--- config.mk ---
export PLATFORM = sky130hd
export DESIGN_NAME = hc_top
export DESIGN_NICKNAME = d
export VERILOG_FILES = /design/src/hc_pkg.sv /design/src/hc_buffers_if.sv /design/src/hc_fifo.sv /design/src/hc_line_core.sv /design/src/hc_requestor.sv /design/src/hc_top.sv
export SDC_FILE = /design/constraint.sdc
export NUM_CORES = 1
export LEC_CHECK = 0
export BUFFER_PORTS_ARGS = -buffer_cell sky130_fd_sc_hd__buf_2
export CAP_MARGIN = 20
export CORE_ASPECT_RATIO = 1.25
export CORE_MARGIN = 3
export CORE_UTILIZATION = 50
export CTS_BUF_LIST = sky130_fd_sc_hd__clkbuf_4 sky130_fd_sc_hd__clkbuf_8
export DETAILED_ROUTE_END_ITERATION = 10
export HOLD_SLACK_MARGIN = 0.03
export PLACE_DENSITY = 0.66
export SLEW_MARGIN = 20
export SYNTH_ARGS = -nofsm -noshare
export SYNTH_HDL_FRONTEND = slang
export SYNTH_SLANG_ARGS = --single-unit
--- constraint.sdc ---
create_clock -name clk -period 9.3 [get_ports clk]
set_input_delay 1.395 -clock clk [delete_from_list [all_inputs] [get_ports clk]]
set_output_delay 1.395 -clock clk [all_outputs]
set_load 0.01 [all_outputs]
--- src/hc_pkg.sv ---
// Package with line and address widths, request types, FSM states and control words.

package hc_pkg;

  localparam int HC_LINE_WIDTH  = 64;
  localparam int HC_WORD_WIDTH  = 32;
  localparam int HC_ADDR_WIDTH  = 16;
  localparam int HC_ARG_WIDTH   = 10;
  localparam int HC_BUFFER_SIZE = 2; // Buffer 0 is the source, buffer 1 the destination.

  // Control words written by the host.
  localparam logic [31:0] HC_CONTROL_START         = 32'h0000_0001;
  localparam logic [31:0] HC_CONTROL_START_REVERSE = 32'h0000_0003;

  typedef enum logic [1:0] {
    e_REQUEST_NONE         = 2'd0,
    e_REQUEST_READ_STREAM  = 2'd1,
    e_REQUEST_READ_INDEXED = 2'd2,
    e_REQUEST_WRITE_STREAM = 2'd3
  } t_request_cmd;

  // Line count for stream reads, line offset for indexed reads.
  typedef union packed {
    logic [HC_ARG_WIDTH-1:0] length;
    logic [HC_ARG_WIDTH-1:0] index;
  } t_request_arg;

  typedef struct packed {
    t_request_cmd cmd;
    logic         id;
    t_request_arg arg;
  } t_request_control;

  typedef enum logic [1:0] {
    S_RD_START,
    S_RD_IDLE,
    S_RD_STREAM,
    S_RD_INDEX
  } t_rd_state;

  typedef enum logic [2:0] {
    S_WR_IDLE,
    S_WR_WAIT,
    S_WR_SEND,
    S_WR_FINISH,
    S_WR_DONE
  } t_wr_state;

endpackage : hc_pkg

--- src/hc_buffers_if.sv ---
// Interface between the line-copy core and the requestor, with its two modports.

`timescale 1ns/1ps

interface hc_buffers_if;

  hc_pkg::t_request_control read_request; // Command is none outside an enqueue cycle.
  logic                     read_full;

  logic                               rx_valid;
  logic [hc_pkg::HC_LINE_WIDTH-1:0]   rx_data;

  logic                               write_request; // Write-stream strobe.
  logic [hc_pkg::HC_LINE_WIDTH-1:0]   tx_data;
  logic                               write_full;

  logic finish;
  logic start;
  logic mode_reverse;

  modport core (
    output read_request,
    input  read_full,
    input  rx_valid,
    input  rx_data,
    output write_request,
    output tx_data,
    input  write_full,
    output finish,
    input  start,
    input  mode_reverse
  );

  modport requestor (
    input  read_request,
    output read_full,
    output rx_valid,
    output rx_data,
    input  write_request,
    input  tx_data,
    output write_full,
    input  finish,
    output start,
    output mode_reverse
  );

endinterface : hc_buffers_if

--- src/hc_fifo.sv ---
// Synchronous circular-buffer FIFO with show-ahead output and occupancy counter.

`timescale 1ns/1ps

module hc_fifo #(
  parameter int WIDTH = 8,
  parameter int DEPTH = 8
) (
  input  logic                       clk,
  input  logic                       reset,
  input  logic [WIDTH-1:0]           enq_data,
  input  logic                       enq_en,
  output logic                       not_full,
  output logic [WIDTH-1:0]           deq_data,
  input  logic                       deq_en,
  output logic                       not_empty,
  output logic [$clog2(DEPTH+1)-1:0] counter
);

  localparam int PTR_WIDTH = (DEPTH > 1) ? $clog2(DEPTH) : 1;

  logic [WIDTH-1:0]     mem [DEPTH];
  logic [PTR_WIDTH-1:0] wr_ptr;
  logic [PTR_WIDTH-1:0] rd_ptr;

  assign not_full  = (counter != DEPTH);
  assign not_empty = (counter != 0);
  assign deq_data  = mem[rd_ptr]; // Show-ahead.

  always_ff @(posedge clk) begin
    if (enq_en) begin
      mem[wr_ptr] <= enq_data;
    end
  end

  always_ff @(posedge clk or posedge reset) begin
    if (reset) begin
      wr_ptr  <= '0;
      rd_ptr  <= '0;
      counter <= '0;
    end else begin
      if (enq_en) begin
        wr_ptr <= (wr_ptr == PTR_WIDTH'(DEPTH - 1)) ? '0 : wr_ptr + 1'b1;
      end
      if (deq_en) begin
        rd_ptr <= (rd_ptr == PTR_WIDTH'(DEPTH - 1)) ? '0 : rd_ptr + 1'b1;
      end
      case ({enq_en, deq_en})
        2'b10:   counter <= counter + 1'b1;
        2'b01:   counter <= counter - 1'b1;
        default: counter <= counter;
      endcase
    end
  end

  overflow_check: assert property (
    @(posedge clk) disable iff (reset) enq_en |-> not_full
  ) else $error("hc_fifo: enqueue while full");

  underflow_check: assert property (
    @(posedge clk) disable iff (reset) deq_en |-> not_empty
  ) else $error("hc_fifo: dequeue while empty");

endmodule : hc_fifo

--- src/hc_line_core.sv ---
// Line-copy core: issues read requests, increments returned lines, queues writes.

`timescale 1ns/1ps

module hc_line_core (
  input logic                             clk,
  input logic                             reset,
  input logic [hc_pkg::HC_ADDR_WIDTH-1:0] src_lines,
  hc_buffers_if.core                      buffers
);

  localparam int WORDS = hc_pkg::HC_LINE_WIDTH / hc_pkg::HC_WORD_WIDTH;

  logic                             start_q;
  logic                             start_rise;
  logic                             rd_active;
  logic [hc_pkg::HC_ADDR_WIDTH-1:0] rd_index;
  logic [hc_pkg::HC_ADDR_WIDTH-1:0] wr_count;
  logic                             running;

  assign start_rise = buffers.start && !start_q;

  // Request side. Reverse mode walks the indices down from the last line.
  always_ff @(posedge clk or posedge reset) begin
    if (reset) begin
      start_q              <= 1'b0;
      rd_active            <= 1'b0;
      rd_index             <= '0;
      buffers.read_request <= '0;
    end else begin
      start_q              <= buffers.start;
      buffers.read_request <= '0;
      if (start_rise) begin
        rd_active <= (src_lines != '0);
        rd_index  <= src_lines - 1'b1;
      end else if (rd_active && !buffers.read_full) begin
        if (buffers.mode_reverse) begin
          buffers.read_request.cmd       <= hc_pkg::e_REQUEST_READ_INDEXED;
          buffers.read_request.arg.index <= rd_index[hc_pkg::HC_ARG_WIDTH-1:0];
          rd_active                      <= (rd_index != '0);
          rd_index                       <= rd_index - 1'b1;
        end else begin
          buffers.read_request.cmd        <= hc_pkg::e_REQUEST_READ_STREAM;
          buffers.read_request.arg.length <= src_lines[hc_pkg::HC_ARG_WIDTH-1:0];
          rd_active                       <= 1'b0; // One stream covers the buffer.
        end
      end
    end
  end

  // Write side and completion.
  always_ff @(posedge clk or posedge reset) begin
    if (reset) begin
      buffers.write_request <= 1'b0;
      buffers.finish        <= 1'b0;
      wr_count              <= '0;
      running               <= 1'b0;
    end else begin
      buffers.write_request <= buffers.rx_valid;
      if (buffers.rx_valid) begin
        wr_count <= wr_count + 1'b1;
      end
      if (start_rise) begin
        running <= 1'b1;
      end
      buffers.finish <= running && (wr_count == src_lines);
    end
  end

  // Each 32-bit word gets one added, wrapping.
  always_ff @(posedge clk) begin
    if (buffers.rx_valid) begin
      for (int w = 0; w < WORDS; w++) begin
        buffers.tx_data[w*hc_pkg::HC_WORD_WIDTH +: hc_pkg::HC_WORD_WIDTH] <=
          buffers.rx_data[w*hc_pkg::HC_WORD_WIDTH +: hc_pkg::HC_WORD_WIDTH] + 1'b1;
      end
    end
  end

  // The requestor throttles reads so the write queue keeps room.
  write_room_check: assert property (
    @(posedge clk) disable iff (reset) buffers.write_request |-> !buffers.write_full
  ) else $error("hc_line_core: write enqueue while write queue full");

endmodule : hc_line_core

--- src/hc_requestor.sv ---
// Requestor: control register, read and write queues, read FSM, write FSM, completion write.

`timescale 1ns/1ps

module hc_requestor #(
  parameter int REQUEST_DEPTH = 8,
  parameter int TX_DEPTH      = 16
) (
  input  logic                             clk,
  input  logic                             reset,
  input  logic [31:0]                      hc_control,
  input  logic [hc_pkg::HC_ADDR_WIDTH-1:0] dsm_base,
  input  logic [hc_pkg::HC_ADDR_WIDTH-1:0] src_base,
  input  logic [hc_pkg::HC_ADDR_WIDTH-1:0] dst_base,
  output logic                             c0_valid,
  output logic [hc_pkg::HC_ADDR_WIDTH-1:0] c0_addr,
  input  logic                             c0_almost_full,
  input  logic                             c0_rsp_valid,
  input  logic [hc_pkg::HC_LINE_WIDTH-1:0] c0_rsp_data,
  output logic                             c1_valid,
  output logic [hc_pkg::HC_ADDR_WIDTH-1:0] c1_addr,
  output logic [hc_pkg::HC_LINE_WIDTH-1:0] c1_data,
  input  logic                             c1_almost_full,
  hc_buffers_if.requestor                  buffers
);

  logic [hc_pkg::HC_ADDR_WIDTH-1:0] buffer_base [hc_pkg::HC_BUFFER_SIZE];

  logic                                 rq_enq_en;
  logic                                 rq_deq_en;
  logic                                 rq_not_empty;
  logic [$clog2(REQUEST_DEPTH+1)-1:0]   rq_counter;
  hc_pkg::t_request_control             rq_deq_data;
  hc_pkg::t_request_control             rd_request;

  hc_pkg::t_rd_state                    rd_state;
  logic [hc_pkg::HC_ARG_WIDTH-1:0]      rd_offset;
  logic [hc_pkg::HC_ADDR_WIDTH-1:0]     rd_line;
  logic                                 rd_issue;
  logic [$clog2(TX_DEPTH+1)-1:0]        rd_outstanding;
  logic                                 tx_room;

  logic                                 wq_deq_en;
  logic                                 wq_not_empty;
  logic [$clog2(TX_DEPTH+1)-1:0]        wq_counter;
  logic [hc_pkg::HC_LINE_WIDTH-1:0]     wq_deq_data;

  hc_pkg::t_wr_state                    wr_state;
  logic [hc_pkg::HC_ADDR_WIDTH-1:0]     wr_offset;
  logic                                 dsm_write;

  assign buffer_base[0] = src_base;
  assign buffer_base[1] = dst_base;

  always_ff @(posedge clk or posedge reset) begin
    if (reset) begin
      buffers.start        <= 1'b0;
      buffers.mode_reverse <= 1'b0;
    end else begin
      buffers.start <= (hc_control == hc_pkg::HC_CONTROL_START) ||
                       (hc_control == hc_pkg::HC_CONTROL_START_REVERSE);
      buffers.mode_reverse <= (hc_control == hc_pkg::HC_CONTROL_START_REVERSE);
    end
  end

  assign rq_enq_en = (buffers.read_request.cmd == hc_pkg::e_REQUEST_READ_STREAM) ||
                     (buffers.read_request.cmd == hc_pkg::e_REQUEST_READ_INDEXED);

  hc_fifo #(
    .WIDTH ($bits(hc_pkg::t_request_control)),
    .DEPTH (REQUEST_DEPTH)
  ) read_queue_i (
    .clk       (clk),
    .reset     (reset),
    .enq_data  (buffers.read_request),
    .enq_en    (rq_enq_en),
    .not_full  (),
    .deq_data  (rq_deq_data),
    .deq_en    (rq_deq_en),
    .not_empty (rq_not_empty),
    .counter   (rq_counter)
  );

  assign buffers.read_full = (rq_counter > (REQUEST_DEPTH - 4));

  // Queued plus in-flight lines must leave the write queue below its full mark.
  assign tx_room  = (int'(wq_counter) + int'(rd_outstanding)) < (TX_DEPTH - 3);
  assign rd_issue = ((rd_state == hc_pkg::S_RD_STREAM) || (rd_state == hc_pkg::S_RD_INDEX)) &&
                    !c0_almost_full && tx_room;
  assign rq_deq_en = (rd_state == hc_pkg::S_RD_IDLE) && rq_not_empty;

  always_comb begin
    rd_line = '0;
    if (rd_state == hc_pkg::S_RD_STREAM) begin
      rd_line[hc_pkg::HC_ARG_WIDTH-1:0] = rd_offset;
    end else begin
      rd_line[hc_pkg::HC_ARG_WIDTH-1:0] = rd_request.arg.index;
    end
  end

  always_ff @(posedge clk or posedge reset) begin
    if (reset) begin
      rd_state  <= hc_pkg::S_RD_START;
      rd_offset <= '0;
      c0_valid  <= 1'b0;
    end else begin
      c0_valid <= rd_issue;
      case (rd_state)
        hc_pkg::S_RD_START: begin
          if (buffers.start) begin
            rd_state <= hc_pkg::S_RD_IDLE;
          end
        end
        hc_pkg::S_RD_IDLE: begin
          rd_offset <= '0;
          if (rq_not_empty) begin
            if (rq_deq_data.cmd == hc_pkg::e_REQUEST_READ_INDEXED) begin
              rd_state <= hc_pkg::S_RD_INDEX;
            end else if (rq_deq_data.arg.length != '0) begin
              rd_state <= hc_pkg::S_RD_STREAM;
            end
          end
        end
        hc_pkg::S_RD_STREAM: begin
          if (rd_issue) begin
            rd_offset <= rd_offset + 1'b1;
            if ((rd_offset + 1'b1) == rd_request.arg.length) begin
              rd_state <= hc_pkg::S_RD_IDLE;
            end
          end
        end
        hc_pkg::S_RD_INDEX: begin
          if (rd_issue) begin
            rd_state <= hc_pkg::S_RD_IDLE;
          end
        end
        default: rd_state <= hc_pkg::S_RD_START;
      endcase
    end
  end

  // Lines issued on c0 and not yet back in the write queue.
  always_ff @(posedge clk or posedge reset) begin
    if (reset) begin
      rd_outstanding <= '0;
    end else begin
      case ({rd_issue, buffers.write_request})
        2'b10:   rd_outstanding <= rd_outstanding + 1'b1;
        2'b01:   rd_outstanding <= rd_outstanding - 1'b1;
        default: rd_outstanding <= rd_outstanding;
      endcase
    end
  end

  always_ff @(posedge clk or posedge reset) begin
    if (reset) begin
      buffers.rx_valid <= 1'b0;
    end else begin
      buffers.rx_valid <= c0_rsp_valid;
    end
  end

  hc_fifo #(
    .WIDTH (hc_pkg::HC_LINE_WIDTH),
    .DEPTH (TX_DEPTH)
  ) write_queue_i (
    .clk       (clk),
    .reset     (reset),
    .enq_data  (buffers.tx_data),
    .enq_en    (buffers.write_request),
    .not_full  (),
    .deq_data  (wq_deq_data),
    .deq_en    (wq_deq_en),
    .not_empty (wq_not_empty),
    .counter   (wq_counter)
  );

  assign buffers.write_full = (wq_counter > (TX_DEPTH - 4));

  assign wq_deq_en = (wr_state == hc_pkg::S_WR_SEND) && wq_not_empty && !c1_almost_full;
  assign dsm_write = (wr_state == hc_pkg::S_WR_FINISH) && !c1_almost_full;

  always_ff @(posedge clk or posedge reset) begin
    if (reset) begin
      wr_state  <= hc_pkg::S_WR_IDLE;
      wr_offset <= '0;
      c1_valid  <= 1'b0;
    end else begin
      c1_valid <= wq_deq_en || dsm_write;
      case (wr_state)
        hc_pkg::S_WR_IDLE: begin
          if (buffers.start) begin
            wr_state <= hc_pkg::S_WR_WAIT;
          end
        end
        hc_pkg::S_WR_WAIT: begin
          if (wq_not_empty) begin
            wr_state <= hc_pkg::S_WR_SEND;
          end else if (buffers.finish) begin
            wr_state <= hc_pkg::S_WR_FINISH;
          end
        end
        hc_pkg::S_WR_SEND: begin
          if (wq_deq_en) begin
            wr_offset <= wr_offset + 1'b1;
          end
          if (!wq_not_empty) begin
            wr_state <= hc_pkg::S_WR_WAIT;
          end
        end
        hc_pkg::S_WR_FINISH: begin
          if (dsm_write) begin
            wr_state <= hc_pkg::S_WR_DONE;
          end
        end
        default: wr_state <= hc_pkg::S_WR_DONE; // Held until reset.
      endcase
    end
  end

  // Payload registers.
  always_ff @(posedge clk) begin
    if (rq_deq_en) begin
      rd_request <= rq_deq_data;
    end
    if (rd_issue) begin
      c0_addr <= buffer_base[rd_request.id] + rd_line;
    end
    if (c0_rsp_valid) begin
      buffers.rx_data <= c0_rsp_data;
    end
    if (dsm_write) begin
      c1_addr <= dsm_base;
      c1_data <= {{(hc_pkg::HC_LINE_WIDTH-1){1'b0}}, 1'b1};
    end else if (wq_deq_en) begin
      c1_addr <= buffer_base[1] + wr_offset;
      c1_data <= wq_deq_data;
    end
  end

  c0_flow_check: assert property (
    @(posedge clk) disable iff (reset) c0_almost_full |=> !c0_valid
  ) else $error("hc_requestor: c0 read issued after almost-full");

  // The completion write is the last c1 request of a run.
  single_completion_check: assert property (
    @(posedge clk) disable iff (reset) (wr_state == hc_pkg::S_WR_DONE) |=> !c1_valid
  ) else $error("hc_requestor: c1 write after completion");

endmodule : hc_requestor

--- src/hc_top.sv ---
// RTL top level joining the line-copy core and the requestor over the buffer interface.

`timescale 1ns/1ps

module hc_top #(
  parameter int REQUEST_DEPTH = 8,
  parameter int TX_DEPTH      = 16
) (
  input  logic                             clk,
  input  logic                             reset,
  input  logic [31:0]                      hc_control,
  input  logic [hc_pkg::HC_ADDR_WIDTH-1:0] dsm_base,
  input  logic [hc_pkg::HC_ADDR_WIDTH-1:0] src_base,
  input  logic [hc_pkg::HC_ADDR_WIDTH-1:0] dst_base,
  input  logic [hc_pkg::HC_ADDR_WIDTH-1:0] src_lines,
  output logic                             c0_valid,
  output logic [hc_pkg::HC_ADDR_WIDTH-1:0] c0_addr,
  input  logic                             c0_almost_full,
  input  logic                             c0_rsp_valid,
  input  logic [hc_pkg::HC_LINE_WIDTH-1:0] c0_rsp_data,
  output logic                             c1_valid,
  output logic [hc_pkg::HC_ADDR_WIDTH-1:0] c1_addr,
  output logic [hc_pkg::HC_LINE_WIDTH-1:0] c1_data,
  input  logic                             c1_almost_full
);

  hc_buffers_if buffers ();

  hc_line_core core_i (
    .clk       (clk),
    .reset     (reset),
    .src_lines (src_lines),
    .buffers   (buffers.core)
  );

  hc_requestor #(
    .REQUEST_DEPTH (REQUEST_DEPTH),
    .TX_DEPTH      (TX_DEPTH)
  ) requestor_i (
    .clk            (clk),
    .reset          (reset),
    .hc_control     (hc_control),
    .dsm_base       (dsm_base),
    .src_base       (src_base),
    .dst_base       (dst_base),
    .c0_valid       (c0_valid),
    .c0_addr        (c0_addr),
    .c0_almost_full (c0_almost_full),
    .c0_rsp_valid   (c0_rsp_valid),
    .c0_rsp_data    (c0_rsp_data),
    .c1_valid       (c1_valid),
    .c1_addr        (c1_addr),
    .c1_data        (c1_data),
    .c1_almost_full (c1_almost_full),
    .buffers        (buffers.requestor)
  );

endmodule : hc_top

==> results.py <==
metrics = {
    "setup_path": {
        "path_common_cell": "inv_1",
        "worstPathArrival_ns": 4.42,
        "crit_path_start_kind": "flop",
        "cp_slowest_cell": "fa_1",
        "crit_path_end_kind": "flop",
        "timing.rr.start": "requestor_i.rd_outstanding[0]$_DFFE_PP0P_",
        "path_cells": "ha_1 > inv_1 > fa_1 > and4b_1 > a2bb2oi_1 > o22a_1 > a211o_1 > ha_1 > inv_1 > fa_1 > inv_1 > a21o_1 > a21oi_1 > xnor2_1 > nor2_1 > xor2_1",
        "crit_type": "flop to flop",
        "cp-startpoint": "requestor_i.rd_outstanding[0]$_DFFE_PP0P_",
        "reg2reg_depth": 16,
        "crit_required_ns": 10.09,
        "cpPeakStageDelay_ns": 0.50,
        "worstPathMaxFanout": 6,
    },
    "synth": {
        "synth_edf_count": 1290,
        "synth-seq-cells": 1467,
        "synthDistinctLibCells": 77,
        "synth.area.top_cells": "edfxtp_1 66%, mux4_2 13%, dfrtp_1 4.8%, dfxtp_1 2.2%, xnor2_1 1.8%",
        "synthDominantCellAreaShare_pct": 66.3,
        "synth_compound_area_share_pct": 2.57,
        "synth_nets": 3322,
        "synth_cells": 3095,
        "synth_top_family_by_area": "multiplexers",
        "async_reset_ff_share_pct": 7.70,
        "synth.area.mux_share_pct": 13.8,
        "ys_seq_area_share_pct": 73.3,
        "synthSimpleGateAreaFrac_pct": 4.87,
        "yosys_warnings": 0,
        "synthesis.area_um2": 58400,
        "synth_fa_ha_area_share_pct": 1.40,
        "synth.avg_cell_area_um2": 18.9,
        "synth_common_cells": "1290 x edfxtp_1, 330 x mux4_2, 227 x nand2_1",
        "synth_xor_xnor_area_share_pct": 2.79,
        "synth_top_cell_by_area": "edfxtp_1",
        "synth.most_common_cell": "edfxtp_1",
        "synth_ff_type": "edfxtp_1",
    },
    "power": {
        "vdd.ir_drop.worst_mv": 0.167,
        "power.total_uw": 15400,
        "power.density_nw_per_um2": 232,
        "p_leak_uw": 0.0226,
    },
    "final_layout": {
        "fin_cells": 5236,
        "n_fill_cell": 8686,
        "final_net_count": 3715,
        "drive_above_1_share_pct": 30.0,
        "syn_to_final_growth_pct": 13.4,
    },
    "global_route": {
        "grt_max_degree": 134,
        "grt_pass1_vias": 32575,
        "overflow": 0,
        "grt_antenna_before_repair": 7,
        "grt_pass1_wl_um": 203000,
        "track_usage_pct": 22.5,
    },
    "worst_hold_path": {
        "hold_path.class": "flop to flop",
        "hold_start": "requestor_i.c1_data[11]$_SDFFE_PP0P_",
        "hold-path-cell-count": 2,
    },
    "clock_network": {
        "cts_hold_buf": 0,
        "clk_path_buf_depth": 3,
        "path_clk_slew_ns": 0.06,
        "post_cts_resized": 0,
        "clock_latency_ns": 0.91,
        "cts_setup_buffers": 0,
        "root_buffer": "clkbuf_8",
        "numCtsBuffers": 216,
        "cts_tree": "built",
        "clock-sinks": 1467,
        "htree_levels": 4,
    },
    "die": {
        "fp-row-count": 139,
        "core_um2": 115000,
        "io_pins": 263,
        "die-width_um": 312,
        "die_area_um2": 121000,
        "start_util_pct": 50.6,
        "die_y_um": 388,
    },
    "sta": {
        "finClkSkew_ns": 0.0311,
        "drv_slew": 0,
        "final.setup.tns_ns": 0,
        "min_period_ns": 3.63,
        "hold_viol": 0,
        "period_share_pct": 39.0,
        "fmax_ghz": 0.276,
        "worstMarginPinSlew_ns": 1.10,
        "finalSetupViolations": 0,
        "rsz0062_at_grt": "false",
        "max_slew_margin_pct": 27.0,
    },
    "detailed_routing": {
        "first_iter_violations": 2812,
        "remaining_drc_errors": 0,
        "vias": 30551,
        "viasPerCell": 5.83,
        "postRouteAntennaNets": 0,
        "wirelength_um": 135000,
        "first_pass_iters": 8,
        "wl_per_cell_um": 25.8,
    },
    "placement": {
        "dp.cells": 4821,
        "hpwl_um": 75200,
        "place.gp.congestion": 0.867,
        "io_buffer_count": 262,
    },
    "outcome": {
        "status": "finished clean",
    },
    "flow_run": {
        "max_cap_viol_count": 0,
    },
}
-- cells by family after synthesis --
kind of cell    after synthesis
compound gates              246
xor+xnor                    186
fa+ha+maj                    62
buf+inv                     180
flops                      1467
mux                         371
simple gates                583
-- worst paths after layout --
kind / slack [ns] / to
worst min register to register: 0.45 / requestor_i.c1_data[11]$_SDFFE_PP0P_
max in group asynchronous: 7.27 / requestor_i.buffers.rx_valid$_DFF_PP0_
worst max register to register: 5.67 / requestor_i.rd_outstanding[4]$_DFFE_PP0P_
min in group asynchronous: 0.57 / requestor_i.c0_valid$_DFF_PP0_
worst max-delay path: 5.67 / requestor_i.rd_outstanding[4]$_DFFE_PP0P_
worst min-delay path: 0.45 / requestor_i.c1_data[11]$_SDFFE_PP0P_
-- where the power goes --
group / internal (uW) / switching (uW)
Sequential: 7870 / 333
Clock: 3040 / 2440
Combinational: 685 / 1000
Total: 11600 / 3780
-- layout by cell type, fill, tap and decap left out, types with 29 or more instances in the layout --
cell type	synthesis	final
o21ai_0	29	29
buf_4	0	42
edfxtp_1	1290	1290
clkbuf_4	0	102
buf_2	42	261
nand3_1	60	60
clkbuf_8	0	257
ha_1	56	56
inv_1	47	46
dfxtp_1	64	64
dfrtp_1	113	107
xor2_1	64	64
nor2_1	111	110
xnor2_1	122	122
mux4_2	330	330
nand2_1	227	227
a21oi_1	108	108
-- critical path, delay by kind of cell, from the launching register on --
| kind | cells | cell delay (ns) |
|---|---|---|
| buffers and inverters | 3 | 0.26 |
| adder cells (fa/ha/maj) | 4 | 1.20 |
| flip-flops | 1 | 0.43 |
| AND/OR/NAND/NOR | 2 | 0.35 |
| XOR/XNOR | 2 | 0.29 |
| AO/OA/AOI/OAI | 5 | 0.99 |
-- sequential cells by signal (all words and copies together) (netlist names), 4 cells and up --
name / cells
core_i.buffers.read_request: 12
core_i.buffers.tx_data: 64
core_i.rd_index: 16
core_i.wr_count: 16
requestor_i.buffers.rx_data: 64
requestor_i.c0_addr: 16
requestor_i.c1_addr: 16
requestor_i.c1_data: 64
requestor_i.rd_offset: 10
requestor_i.rd_outstanding: 5
requestor_i.rd_request: 10
requestor_i.read_queue_i.counter: 4
requestor_i.read_queue_i.mem: 96
requestor_i.wr_offset: 16
requestor_i.write_queue_i.counter: 5
requestor_i.write_queue_i.mem: 1024
requestor_i.write_queue_i.rd_ptr: 4
requestor_i.write_queue_i.wr_ptr: 4
-- per-stage QoR --
step | util, % | worst slack (ns) | hold slack (ns) | instance area (um2)
after floorplan | - | 4.92 | 0.400 | 58400
after global placement | 53.3 | 4.93 | 0.447 | 61500
after detailed placement | 53.3 | 4.87 | 0.451 | 61600
after CTS | 57.4 | 5.67 | 0.459 | 66300
after global routing | 57.4 | 5.43 | 0.475 | 66300
final | 57.4 | 5.67 | 0.453 | 66300
-- area by class of cell --
cell class	count	area (um2)	share of cell area [%]
Sequential cell	1467	42900	64.7
Multi-Input combinational cell	1448	14900	22.5
Clock buffer	359	4300	6.49
Tap cell	1551	1940	2.93
Timing Repair Buffer	305	1660	2.51
Clock inverter	51	407	0.613
Inverter	50	191	0.289
Antenna cell	5	12.5	0.0189
-- per-layer routing --
layer  wire length (um)  GRT usage [%]  part of all wire, %  vias to the layer above
li1                   -              -                    -                    13142
met4               3100           7.06                  2.3                        0
met5                  0              0                    0                        -
met1              53800           29.8                   40                    15964
met2              69100           38.6                   51                     1201
met3               9250           3.82                  6.8                      244
Power figures use the tool's default switching activity.
